### src/rtl/rt_pkg.sv
package rt_pkg;

    // ====================
    // basic types
    // ====================

    // one ROM data word
    typedef logic [31:0] word_t;
    // byte address into the routing image
    typedef logic [31:0] byte_addr_t;
    typedef logic [5:0]  host_idx_t;
    typedef logic [3:0]  switch_id_t;
    // words in one burst, 0 to 8
    typedef logic [3:0]  burst_len_t;

    // ====================
    // image format
    // ====================

    // word 0 of each header, ASCII "HOST" and "SWCH"
    localparam word_t HOST_MAGIC = 32'h484F_5354;
    localparam word_t SWCH_MAGIC = 32'h5357_4348;

    localparam byte_addr_t HEADER_BYTES     = 32'd16;
    localparam byte_addr_t HOST_ENTRY_BYTES = 32'd32;
    localparam byte_addr_t PATH_ENTRY_BYTES = 32'd16;

    localparam burst_len_t HEADER_WORDS     = 4'd4;
    localparam burst_len_t HOST_ENTRY_WORDS = 4'd8;
    localparam burst_len_t PATH_ENTRY_WORDS = 4'd4;

    // ====================
    // decoded entries
    // ====================

    // words 0, 1 and 3 of a host entry
    // word 3 carries port low and qp high
    typedef struct packed {
        word_t       ip;
        word_t       switch_id;
        logic [15:0] port;
        logic [15:0] qp;
    } host_entry_t;

    // one path entry, four words
    typedef struct packed {
        // byte 0 of word 0 nonzero
        logic        valid;
        logic [7:0]  next_hop_switch;
        logic [15:0] out_port;
        logic [15:0] out_qp;
        logic [15:0] distance;
        word_t       next_hop_ip;
        logic [15:0] next_hop_port;
        logic [15:0] next_hop_qp;
    } path_entry_t;

endpackage

### src/rtl/apb_pkg.sv
package apb_pkg;

    typedef logic [7:0] apb_addr_t;

    typedef struct packed {
        logic        psel;
        logic        penable;
        logic        pwrite;
        apb_addr_t   paddr;
        logic [31:0] pwdata;
    } apb_req_t;

    typedef struct packed {
        logic [31:0] prdata;
        logic        pslverr;
    } apb_rsp_t;

    // ====================
    // register map
    // ====================
    localparam apb_addr_t REG_CTRL         = 8'h00;
    localparam apb_addr_t REG_STATUS       = 8'h04;
    localparam apb_addr_t REG_QUERY        = 8'h08;
    localparam apb_addr_t REG_HOST_COUNT   = 8'h0C;
    localparam apb_addr_t REG_MAX_SWITCH   = 8'h10;
    localparam apb_addr_t REG_HOST_IP      = 8'h14;
    localparam apb_addr_t REG_HOST_SWITCH  = 8'h18;
    localparam apb_addr_t REG_HOST_PORT_QP = 8'h1C;
    localparam apb_addr_t REG_PATH_W0      = 8'h20;
    localparam apb_addr_t REG_PATH_W1      = 8'h24;
    localparam apb_addr_t REG_PATH_NH_IP   = 8'h28;
    localparam apb_addr_t REG_PATH_W3      = 8'h2C;

endpackage

### src/rtl/rt_word_reader.sv
module rt_word_reader #(
    parameter int ROM_ADDR_W = 12
) (
    input  logic                  clk,
    input  logic                  rst_n,
    input  logic                  burst_start,
    input  rt_pkg::byte_addr_t    base,
    input  rt_pkg::burst_len_t    len,
    output logic [ROM_ADDR_W-1:0] mem_addr,
    input  rt_pkg::word_t         mem_data,
    output logic                  word_valid,
    output rt_pkg::burst_len_t    word_idx,
    output rt_pkg::word_t         word,
    output logic                  done
);
    import rt_pkg::*;

    // issue side, one address per cycle
    logic       issuing;
    burst_len_t iss_cnt;
    burst_len_t len_q;
    // return side, one cycle behind
    logic       rd_pend;
    burst_len_t ret_idx;

    always_ff @(posedge clk or negedge rst_n) begin
        if (!rst_n) begin
            issuing  <= 1'b0;
            iss_cnt  <= '0;
            len_q    <= '0;
            mem_addr <= '0;
        end else if (burst_start) begin
            issuing  <= 1'b1;
            iss_cnt  <= 4'd1;
            len_q    <= len;
            mem_addr <= base[ROM_ADDR_W-1:0];
        end else if (issuing) begin
            if (iss_cnt == len_q) begin
                issuing <= 1'b0;
            end else begin
                iss_cnt  <= iss_cnt + 4'd1;
                mem_addr <= mem_addr + ROM_ADDR_W'(4);
            end
        end
    end

    // the ROM answers one cycle after the address
    always_ff @(posedge clk or negedge rst_n) begin
        if (!rst_n) begin
            rd_pend <= 1'b0;
            ret_idx <= '0;
        end else begin
            rd_pend <= issuing;
            if (burst_start) begin
                ret_idx <= '0;
            end else if (rd_pend) begin
                ret_idx <= ret_idx + 4'd1;
            end
        end
    end

    assign word_valid = rd_pend;
    assign word_idx   = ret_idx;
    assign word       = mem_data;
    assign done       = rd_pend && (ret_idx == len_q - 4'd1);

    // walker must wait for done before the next burst
    assert property (@(posedge clk) disable iff (!rst_n)
        burst_start |-> !issuing && !rd_pend)
        else $error("burst_start while a burst is in flight");

endmodule

### src/rtl/rt_table_walker.sv
module rt_table_walker (
    input  logic                clk,
    input  logic                rst_n,
    input  logic                load_start,
    input  logic                host_req,
    input  logic                path_req,
    input  rt_pkg::host_idx_t   query_host,
    input  rt_pkg::switch_id_t  query_src,
    input  rt_pkg::switch_id_t  query_dst,
    output logic                busy,
    output logic                tables_valid,
    output logic                parse_error,
    output rt_pkg::word_t       host_count,
    output rt_pkg::word_t       max_switch_id,
    output logic                host_done,
    output rt_pkg::host_entry_t host_entry,
    output logic                path_done,
    output rt_pkg::path_entry_t path_entry,
    output logic                lookup_miss,
    output logic                burst_start,
    output rt_pkg::byte_addr_t  base,
    output rt_pkg::burst_len_t  len,
    input  logic                word_valid,
    input  rt_pkg::burst_len_t  word_idx,
    input  rt_pkg::word_t       word,
    input  logic                done
);
    import rt_pkg::*;

    typedef enum logic [2:0] {
        ST_IDLE,
        ST_HOST_HDR,
        ST_SW_HDR,
        ST_READY,
        ST_HOST_ENT,
        ST_PATH_ENT
    } state_t;

    state_t     state;
    logic       accept;
    logic       host_hit;
    byte_addr_t sw_base;
    byte_addr_t sw_base_nxt;
    byte_addr_t launch_base;
    burst_len_t launch_len;
    // only words 0..3 are decoded in every record
    word_t      buf_q [0:3];
    word_t      cur_w [0:3];

    assign accept   = (state == ST_IDLE) || (state == ST_READY);
    assign busy     = !accept;
    assign host_hit = (state == ST_READY) && (word_t'(query_host) < host_count);

    // buffered words with the word arriving this cycle merged in
    always_comb begin
        for (int i = 0; i < 4; i++) begin
            cur_w[i] = (word_valid && word_idx == burst_len_t'(i)) ? word : buf_q[i];
        end
    end

    assign sw_base_nxt = HEADER_BYTES + cur_w[1] * HOST_ENTRY_BYTES;

    // ====================
    // burst address rules
    // ====================
    always_comb begin
        launch_base = '0;
        launch_len  = HEADER_WORDS;
        if (state == ST_HOST_HDR) begin
            launch_base = sw_base_nxt;
        end else if (!load_start && host_req) begin
            launch_base = HEADER_BYTES + byte_addr_t'(query_host) * HOST_ENTRY_BYTES;
            launch_len  = HOST_ENTRY_WORDS;
        end else if (!load_start) begin
            launch_base = sw_base + HEADER_BYTES
                        + (byte_addr_t'(query_src) * (max_switch_id + 32'd1)
                           + byte_addr_t'(query_dst)) * PATH_ENTRY_BYTES;
            launch_len  = PATH_ENTRY_WORDS;
        end
    end

    always_ff @(posedge clk or negedge rst_n) begin
        if (!rst_n) begin
            state         <= ST_IDLE;
            burst_start   <= 1'b0;
            tables_valid  <= 1'b0;
            parse_error   <= 1'b0;
            host_count    <= '0;
            max_switch_id <= '0;
            sw_base       <= '0;
            host_done     <= 1'b0;
            path_done     <= 1'b0;
            lookup_miss   <= 1'b0;
        end else begin
            burst_start <= 1'b0;
            host_done   <= 1'b0;
            path_done   <= 1'b0;
            lookup_miss <= 1'b0;
            case (state)
                ST_IDLE, ST_READY: begin
                    if (load_start) begin
                        state        <= ST_HOST_HDR;
                        burst_start  <= 1'b1;
                        tables_valid <= 1'b0;
                        parse_error  <= 1'b0;
                    end else if (host_req) begin
                        if (host_hit) begin
                            state       <= ST_HOST_ENT;
                            burst_start <= 1'b1;
                        end else begin
                            lookup_miss <= 1'b1;
                        end
                    end else if (path_req) begin
                        if (state == ST_READY) begin
                            state       <= ST_PATH_ENT;
                            burst_start <= 1'b1;
                        end else begin
                            lookup_miss <= 1'b1;
                        end
                    end
                end
                ST_HOST_HDR: begin
                    if (done && cur_w[0] == HOST_MAGIC) begin
                        host_count  <= cur_w[1];
                        sw_base     <= sw_base_nxt;
                        state       <= ST_SW_HDR;
                        burst_start <= 1'b1;
                    end else if (done) begin
                        parse_error <= 1'b1;
                        state       <= ST_IDLE;
                    end
                end
                ST_SW_HDR: begin
                    if (done && cur_w[0] == SWCH_MAGIC) begin
                        max_switch_id <= cur_w[2];
                        tables_valid  <= 1'b1;
                        state         <= ST_READY;
                    end else if (done) begin
                        parse_error <= 1'b1;
                        state       <= ST_IDLE;
                    end
                end
                ST_HOST_ENT: begin
                    if (done) begin
                        host_done <= 1'b1;
                        state     <= ST_READY;
                    end
                end
                ST_PATH_ENT: begin
                    if (done) begin
                        path_done <= 1'b1;
                        state     <= ST_READY;
                    end
                end
                default: state <= ST_IDLE;
            endcase
        end
    end

    // base and len only matter in the cycle of burst_start
    always_ff @(posedge clk) begin
        base <= launch_base;
        len  <= launch_len;
        if (word_valid && word_idx < 4'd4) begin
            buf_q[word_idx[1:0]] <= word;
        end
        if (state == ST_HOST_ENT && done) begin
            host_entry <= '{ip: cur_w[0], switch_id: cur_w[1],
                            port: cur_w[3][15:0], qp: cur_w[3][31:16]};
        end
        if (state == ST_PATH_ENT && done) begin
            path_entry <= '{valid: cur_w[0][7:0] != 8'h00,
                            next_hop_switch: cur_w[0][15:8],
                            out_port: cur_w[0][31:16],
                            out_qp: cur_w[1][15:0],
                            distance: cur_w[1][31:16],
                            next_hop_ip: cur_w[2],
                            next_hop_port: cur_w[3][15:0],
                            next_hop_qp: cur_w[3][31:16]};
        end
    end

    // reader done and completion pulses never coincide
    assert property (@(posedge clk) disable iff (!rst_n)
        $onehot0({done, host_done, path_done, lookup_miss}))
        else $error("more than one done pulse in a cycle");

endmodule

### src/rtl/rt_regs.sv
module rt_regs (
    input  logic                clk,
    input  logic                rst_n,
    input  apb_pkg::apb_req_t   apb_req,
    output apb_pkg::apb_rsp_t   apb_rsp,
    output logic                load_start,
    output logic                host_req,
    output logic                path_req,
    output rt_pkg::host_idx_t   query_host,
    output rt_pkg::switch_id_t  query_src,
    output rt_pkg::switch_id_t  query_dst,
    input  logic                busy,
    input  logic                tables_valid,
    input  logic                parse_error,
    input  rt_pkg::word_t       host_count,
    input  rt_pkg::word_t       max_switch_id,
    input  logic                host_done,
    input  rt_pkg::host_entry_t host_entry,
    input  logic                path_done,
    input  rt_pkg::path_entry_t path_entry,
    input  logic                lookup_miss
);
    import apb_pkg::*;
    import rt_pkg::*;

    logic        access;
    logic        wr_ok;
    logic        rd_ok;
    logic        ctrl_wr;
    logic        query_wr;
    logic [31:0] rdata;
    // sticky completion bits
    logic        host_done_s;
    logic        path_done_s;
    logic        miss_s;
    host_entry_t host_q;
    path_entry_t path_q;

    // zero wait states, every access ends in its access phase
    assign access   = apb_req.psel && apb_req.penable;
    assign wr_ok    = (apb_req.paddr == REG_CTRL) || (apb_req.paddr == REG_QUERY);
    assign ctrl_wr  = access && apb_req.pwrite && (apb_req.paddr == REG_CTRL);
    assign query_wr = access && apb_req.pwrite && (apb_req.paddr == REG_QUERY);

    // ====================
    // control and query
    // ====================
    always_ff @(posedge clk or negedge rst_n) begin
        if (!rst_n) begin
            load_start  <= 1'b0;
            host_req    <= 1'b0;
            path_req    <= 1'b0;
            query_host  <= '0;
            query_src   <= '0;
            query_dst   <= '0;
            host_done_s <= 1'b0;
            path_done_s <= 1'b0;
            miss_s      <= 1'b0;
        end else begin
            load_start <= ctrl_wr && apb_req.pwdata[0];
            host_req   <= ctrl_wr && apb_req.pwdata[1];
            path_req   <= ctrl_wr && apb_req.pwdata[2];
            if (query_wr) begin
                query_host <= apb_req.pwdata[5:0];
                query_src  <= apb_req.pwdata[11:8];
                query_dst  <= apb_req.pwdata[15:12];
            end
            // a pulse wins over the clear
            host_done_s <= host_done || (host_done_s && !ctrl_wr);
            path_done_s <= path_done || (path_done_s && !ctrl_wr);
            miss_s      <= lookup_miss || (miss_s && !ctrl_wr);
        end
    end

    always_ff @(posedge clk) begin
        if (host_done) begin
            host_q <= host_entry;
        end
        if (path_done) begin
            path_q <= path_entry;
        end
    end

    // ====================
    // read mux
    // ====================
    always_comb begin
        rd_ok = 1'b1;
        rdata = '0;
        case (apb_req.paddr)
            REG_CTRL:         rdata = '0;
            REG_STATUS:       rdata = {26'd0, miss_s, path_done_s, host_done_s,
                                       parse_error, tables_valid, busy};
            REG_QUERY:        rdata = {16'd0, query_dst, query_src, 2'd0, query_host};
            REG_HOST_COUNT:   rdata = host_count;
            REG_MAX_SWITCH:   rdata = max_switch_id;
            REG_HOST_IP:      rdata = host_q.ip;
            REG_HOST_SWITCH:  rdata = host_q.switch_id;
            REG_HOST_PORT_QP: rdata = {host_q.qp, host_q.port};
            REG_PATH_W0:      rdata = {path_q.out_port, path_q.next_hop_switch,
                                       7'd0, path_q.valid};
            REG_PATH_W1:      rdata = {path_q.distance, path_q.out_qp};
            REG_PATH_NH_IP:   rdata = path_q.next_hop_ip;
            REG_PATH_W3:      rdata = {path_q.next_hop_qp, path_q.next_hop_port};
            default:          rd_ok = 1'b0;
        endcase
    end

    assign apb_rsp.prdata  = rdata;
    assign apb_rsp.pslverr = access && (apb_req.pwrite ? !wr_ok : !rd_ok);

    // access phase always follows a setup phase
    assert property (@(posedge clk) disable iff (!rst_n)
        apb_req.penable |-> apb_req.psel && $past(apb_req.psel))
        else $error("penable without a setup phase");

endmodule

### src/rtl/rt_reader_top.sv
module rt_reader_top #(
    parameter int ROM_ADDR_W = 12
) (
    input  logic                  clk,
    input  logic                  rst_n,
    input  apb_pkg::apb_req_t     apb_req,
    output apb_pkg::apb_rsp_t     apb_rsp,
    output logic                  pready,
    output logic [ROM_ADDR_W-1:0] mem_addr,
    input  rt_pkg::word_t         mem_data
);
    import rt_pkg::*;

    // register block to walker
    logic        load_start, host_req, path_req;
    host_idx_t   query_host;
    switch_id_t  query_src, query_dst;
    logic        busy, tables_valid, parse_error;
    word_t       host_count, max_switch_id;
    logic        host_done, path_done, lookup_miss;
    host_entry_t host_entry;
    path_entry_t path_entry;
    // walker to word reader
    logic        burst_start, word_valid, done;
    byte_addr_t  base;
    burst_len_t  len, word_idx;
    word_t       word;

    assign pready = 1'b1;

    rt_regs regs_i (.*);

    rt_table_walker walker_i (.*);

    rt_word_reader #(
        .ROM_ADDR_W (ROM_ADDR_W)
    ) reader_i (
        .clk         (clk),
        .rst_n       (rst_n),
        .burst_start (burst_start),
        .base        (base),
        .len         (len),
        .mem_addr    (mem_addr),
        .mem_data    (mem_data),
        .word_valid  (word_valid),
        .word_idx    (word_idx),
        .word        (word),
        .done        (done)
    );

endmodule

### config.mk
export PLATFORM = sky130hd
export DESIGN_NAME = rt_reader_top
export DESIGN_NICKNAME = d
export VERILOG_FILES = /design/src/rtl/rt_pkg.sv /design/src/rtl/apb_pkg.sv /design/src/rtl/rt_word_reader.sv /design/src/rtl/rt_table_walker.sv /design/src/rtl/rt_regs.sv /design/src/rtl/rt_reader_top.sv
export SDC_FILE = /design/constraint.sdc
export NUM_CORES = 1
export LEC_CHECK = 0
export BUFFER_PORTS_ARGS = -buffer_cell sky130_fd_sc_hd__buf_2
export CELL_PAD_IN_SITES_DETAIL_PLACEMENT = 0
export CELL_PAD_IN_SITES_GLOBAL_PLACEMENT = 2
export CORE_MARGIN = 2
export CORE_UTILIZATION = 50
export DETAILED_ROUTE_END_ITERATION = 8
export PLACE_DENSITY = 0.91
export REMOVE_ABC_BUFFERS = 1
export SKIP_LAST_GASP = 1
export SLEW_MARGIN = 40
export SYNTH_ARGS = -nofsm -noshare
export SYNTH_HDL_FRONTEND = slang
export SYNTH_SLANG_ARGS = --single-unit
### constraint.sdc
create_clock -name clk -period 12.71 [get_ports clk]
set_input_delay 0.6355 -clock clk [delete_from_list [all_inputs] [get_ports clk]]
set_output_delay 0.6355 -clock clk [all_outputs]
set_load 0.05 [all_outputs]
==> qor.log <==
[grt] overall fraction of global-route tracks in use 22.3%
[power_and_ir_drop] Seq pwr share 53.6%
[worst_setup_path] CP Class flop to flop
[synth] Seq/Total Area, Yosys 73.2%
[run_status] run status finished, violations left
[timing] final worst path period share 42.1%
[final_layout] final std cell area, no fill 30900 um^2
[worst_setup_path] kind of start point of the critical path flop
[clock_tree] maximum level of the CTS H-tree 3
[clock_tree] setup fix buffers added after clock tree synthesis 0
[power_and_ir_drop] maximum resistive drop on vdd 107 uV
[timing] worst slew pin tran 0.881 ns
[timing] setup repair after global routing missed its margin no
[worst_setup_path] slowest library cell on the worst path dfrtp_1
[final_layout] fin nets 1861
[floorplan] Die ar. 56400 um^2
[synth] Yosys top cell area share 61.9%
[timing] Setup TNS Final 0 ns
[power_and_ir_drop] total power per unit cell area 148 nW/um^2
[floorplan] ports placed on the boundary 123
[floorplan] core outline area 53900 um^2
[run_status] violated checks hold timing
[floorplan] Initial Utilization 50.6%
[synth] Synth Instances 1607
[clock_tree] TritonCTS clock tree built
[drt] number of DRC markers after the initial detailed-route iteration 1601
[floorplan] horizontal die dimension 238 um
[drt] Highest Signal Layer met5
[drt] Routed met2 length 30.0 mm
[grt] Remaining Overflow, GRT 0
[place] number of input and output port buffers inserted 101
[synth] fraction of registers with async set or reset after synthesis 16.9%
[place] placer congestion estimate 0.775
[worst_setup_path] cell occurring most often along the worst timing path ha_1
[worst_setup_path] CP endpoint kind flop
[timing] Final Hold Fails 1
[final_layout] area added between synthesis and finish 13.3%
[drt] Routed met1 length 25.9 mm
[timing] Slew HR 40.5%
[clock_tree] number of hold buffers added after CTS 0
[timing] minimum setup slack in the final design 7.36 ns
[drt] Initial DRT Pass Iterations 6
[synth] combined area of all synthesized cells 27300 um^2
[place] instance area at placement 28600 um^2
[worst_setup_path] FF-to-FF path depth 18
[clock_tree] insertion delay to the later sink of the worst-skew pair 0.61 ns
[place] total half-perimeter wirelength after legalization and detailed placement 36.5 mm
[worst_setup_path] crit-path leading delay family adder cells
[drt] mean routed wirelength per cell 25.1 um
[clock_tree] clock sinks 688
[floorplan] height of the die 238 um
[clock_tree] Resize count post-CTS 0
[worst_setup_path] highest net fanout along the worst path 10
[drt] total vias in the final route 14600
[synth] top cells by area in the synthesized netlist edfxtp_1, dfrtp_1, mux2_2, mux2_4, ha_1
[timing] Max Freq 187 MHz
[worst_setup_path] CP peak stage delay 0.57 ns
[clock_tree] clock slew at reported path FFs 0.06 ns
[timing] total of endpoints with negative setup slack in the final report 0
[timing] final worst path period need 5.35 ns
[synth] leading register cell type out of synthesis edfxtp_1
[worst_setup_path] flop2flop setup slack 7.36 ns
[synth] leading area contributor after synthesis edfxtp_1
[place] placed cell count 2356
[power_and_ir_drop] leakage power figure 11.3 nW
[grt] via count of the first global-routing pass 14800
[final_layout] layout cells sized above 1 24.6%
[power_and_ir_drop] P_sw 0.945 mW
[clock_tree] CTS Buf Count 69
[worst_setup_path] required time of the critical path 13.23 ns
[drt] count of antenna-violating nets left after detailed routing 0
[synth] Unique masters post-synth 68
[power_and_ir_drop] net switching fraction of the power 20.7%
[drt] detail-routed via count per cell 5.89
[worst_setup_path] cell chain of the critical path ha_1, xor2_1, nand2_1, fa_1, fa_1, fa_1, inv_1, ha_1, xor2_1, ha_1, ha_1, nor2b_1, nor3_1, o21bai_1, a21oi_1, xnor2_1, xnor3_1, o22ai_1
[worst_setup_path] worst reg2reg path startpoint walker_i.max_switch_id[0]$_DFFE_PN0P_
[synth] average cell area after synthesis 17.0 um^2
[drt] Total Wirelength 62.5 mm
[power_and_ir_drop] relative contribution of the clock network to total power 43.6%
[timing] Hold Worst Slack -0.00376 ns
[grt] global-route wire length before repair 92.9 mm
[synth] flop and latch count out of synthesis 688
[grt] pin count of the biggest net entering global routing 66
[job] MaxCap Viol Count 0
[power_and_ir_drop] fraction of power consumed by combinational cells 2.8%
[drt] metal3 WL 4.57 mm
[clock_tree] number of buffers on the longest clock path 3
[place] Post-Place Worst Slack 7.35 ns
[grt] initial antenna violation count 3
[floorplan] cell row count 85
[worst_setup_path] endpoint of the worst-slack reg-to-reg timing path walker_i.base[11]$_DFF_P_
[power_and_ir_drop] internal power component 3.62 mW
[timing] Layout Skew 0.0305 ns
[worst_setup_path] arrival time at the worst endpoint 5.87 ns
[timing] number of max-slew violations in the final report 0
[drt] residual DRC count 0
[synth] number of enable flip-flop cells after synthesis 562
[hold_path] class of the tightest hold or removal check input pin to asynchronous set/reset pin
[clock_tree] buffer cell driving the clock tree root clkbuf_16
[worst_setup_path] Buf+Inv Stages, Crit Path 1
[final_layout] non-filler cells, final 2486
[synth] Ys Warns 0
-- layer usage --
| metal | up-vias | GRT usage (%) |
|---|---|---|
| li1 | 6464 | - |
| met1 | 7497 | 29.9 |
| met2 | 546 | 36.4 |
| met3 | 126 | 4.58 |
| met4 | 2 | 7.72 |
| met5 | - | 0 |
-- registers in the layout, indices dropped and copies added, names as in the netlist, 2 cells and up --
register / flops
walker_i.host_count: 32
regs_i.query_dst: 4
walker_i.host_entry: 96
regs_i.host_q: 96
reader_i.iss_cnt: 4
regs_i.query_src: 4
reader_i.mem_addr: 10
walker_i.buf_q: 128
walker_i.len: 2
reader_i.word_idx: 4
regs_i.query_host: 6
walker_i.base: 8
walker_i.max_switch_id: 32
reader_i.len_q: 2
walker_i.state: 3
regs_i.path_q: 121
walker_i.path_entry: 121
-- cell usage in the layout, fill, tap and decap left out, types with 6 or more instances in the layout --
cell,Yosys,final
nor3_1,10,10
o21ai_1,10,10
clkbuf_1,56,19
nand4_1,14,14
dfrtp_1,116,113
dfxtp_1,10,10
and3_1,8,7
inv_1,48,48
clkbuf_8,0,9
a22o_1,55,55
mux2_1,6,6
buf_2,2,100
nor4_1,9,7
clkinv_1,0,11
a221oi_1,22,22
o21ai_0,29,29
nor2_1,43,36
nand2_1,84,84
mux2_2,128,128
mux2i_1,18,18
a21oi_1,21,21
ha_1,40,40
nand3_1,39,39
xnor2_1,24,24
o22ai_1,8,8
fa_1,12,12
a21o_1,8,8
buf_4,3,17
edfxtp_1,562,562
a22oi_1,23,23
nor2b_1,11,11
clkbuf_16,0,71
xor2_1,14,14
and2_1,22,17
mux2_4,56,56
a222oi_1,30,30
-- area by class of cell --
type | instances | area (um^2)
clock inverter | 28 | 280
tap | 696 | 871
clock buffer | 99 | 1970
multi-input combinational | 798 | 6840
sequential | 688 | 20000
inverter | 48 | 180
timing repair buffer | 127 | 787
fill | 3993 | 23000
antenna | 2 | 5.00
-- per-stage QoR --
step	hold WS [ns]	util [%]	power, mW
global route	0.0336	57.3	4.70
finish	-0.00376	57.3	4.57
floorplan	0.340	-	2.56
detailed placement	0.366	53.1	2.62
CTS	0.0225	57.3	4.60
global placement	0.373	52.9	2.62
-- worst max path at each step --
stage	startpoint	to	slack, ns	depth (start not counted)
2_1_floorplan	reader_i.word_idx[3]$_DFFE_PN0P_	walker_i.host_entry[0]$_DFFE_PP_	7.21	5
3_3_place_gp	walker_i.max_switch_id[0]$_DFFE_PN0P_	walker_i.base[11]$_DFF_P_	7.38	20
3_5_place_dp	walker_i.max_switch_id[0]$_DFFE_PN0P_	walker_i.base[11]$_DFF_P_	7.35	18
4_1_cts	walker_i.max_switch_id[0]$_DFFE_PN0P_	walker_i.base[11]$_DFF_P_	7.34	18
5_1_grt	walker_i.max_switch_id[0]$_DFFE_PN0P_	walker_i.base[11]$_DFF_P_	6.93	20
6_report	walker_i.max_switch_id[0]$_DFFE_PN0P_	walker_i.base[11]$_DFF_P_	7.36	18
-- cells in the mapped netlist (all sizes together), types with 3 or more instances --
cell type,instances
nor3,10
fa,12
nand2b,5
dfxtp,10
a22o,55
a222oi,30
nor2b,11
edfxtp,562
dfrtp,116
mux2,190
nor4b,4
and2,22
a22oi,23
and3,8
o22ai,8
nor2,43
nand2,85
xnor2,24
inv,48
a221oi,22
or2,5
buf,18
mux2i,19
a21oi,21
nor4,9
o21bai,3
ha,40
xor2,14
nand4,14
a31oi,4
nand3,39
a21o,8
clkbuf,56
o21ai,39
-- worst reg2reg max path, cell delays in order, from the launching register on --
cell and delay (ns):
dfrtp_1 0.57, ha_1 0.30, xor2_1 0.30, nand2_1 0.12
fa_1 0.47, fa_1 0.52, fa_1 0.51, inv_1 0.04
ha_1 0.32, xor2_1 0.18, ha_1 0.28, ha_1 0.32
nor2b_1 0.17, nor3_1 0.20, o21bai_1 0.11, a21oi_1 0.18
xnor2_1 0.14, xnor3_1 0.41, o22ai_1 0.15
-- kinds of logic after synthesis --
kind of cell	share of synthesized area, %
muxes	9.32
and+or+nand+nor	5.15
DFF	73.2
buffers and inverters	2.02
adders and majority gates	2.71
AOI/OAI and AO/OA	6.22
xor gates and xnor gates	1.30
other	0.0275
-- power by group through the flow --
stage | clock network (mW) | registers, mW | logic, mW
after floorplan | 0 | 2.49 | 0.0666
after global placement | 0 | 2.49 | 0.124
after detailed placement | 0 | 2.49 | 0.127
after CTS | 2.03 | 2.45 | 0.128
after global routing | 2.12 | 2.45 | 0.142
final | 1.99 | 2.45 | 0.127
No activity file was read; power rests on OpenSTA's default activity.
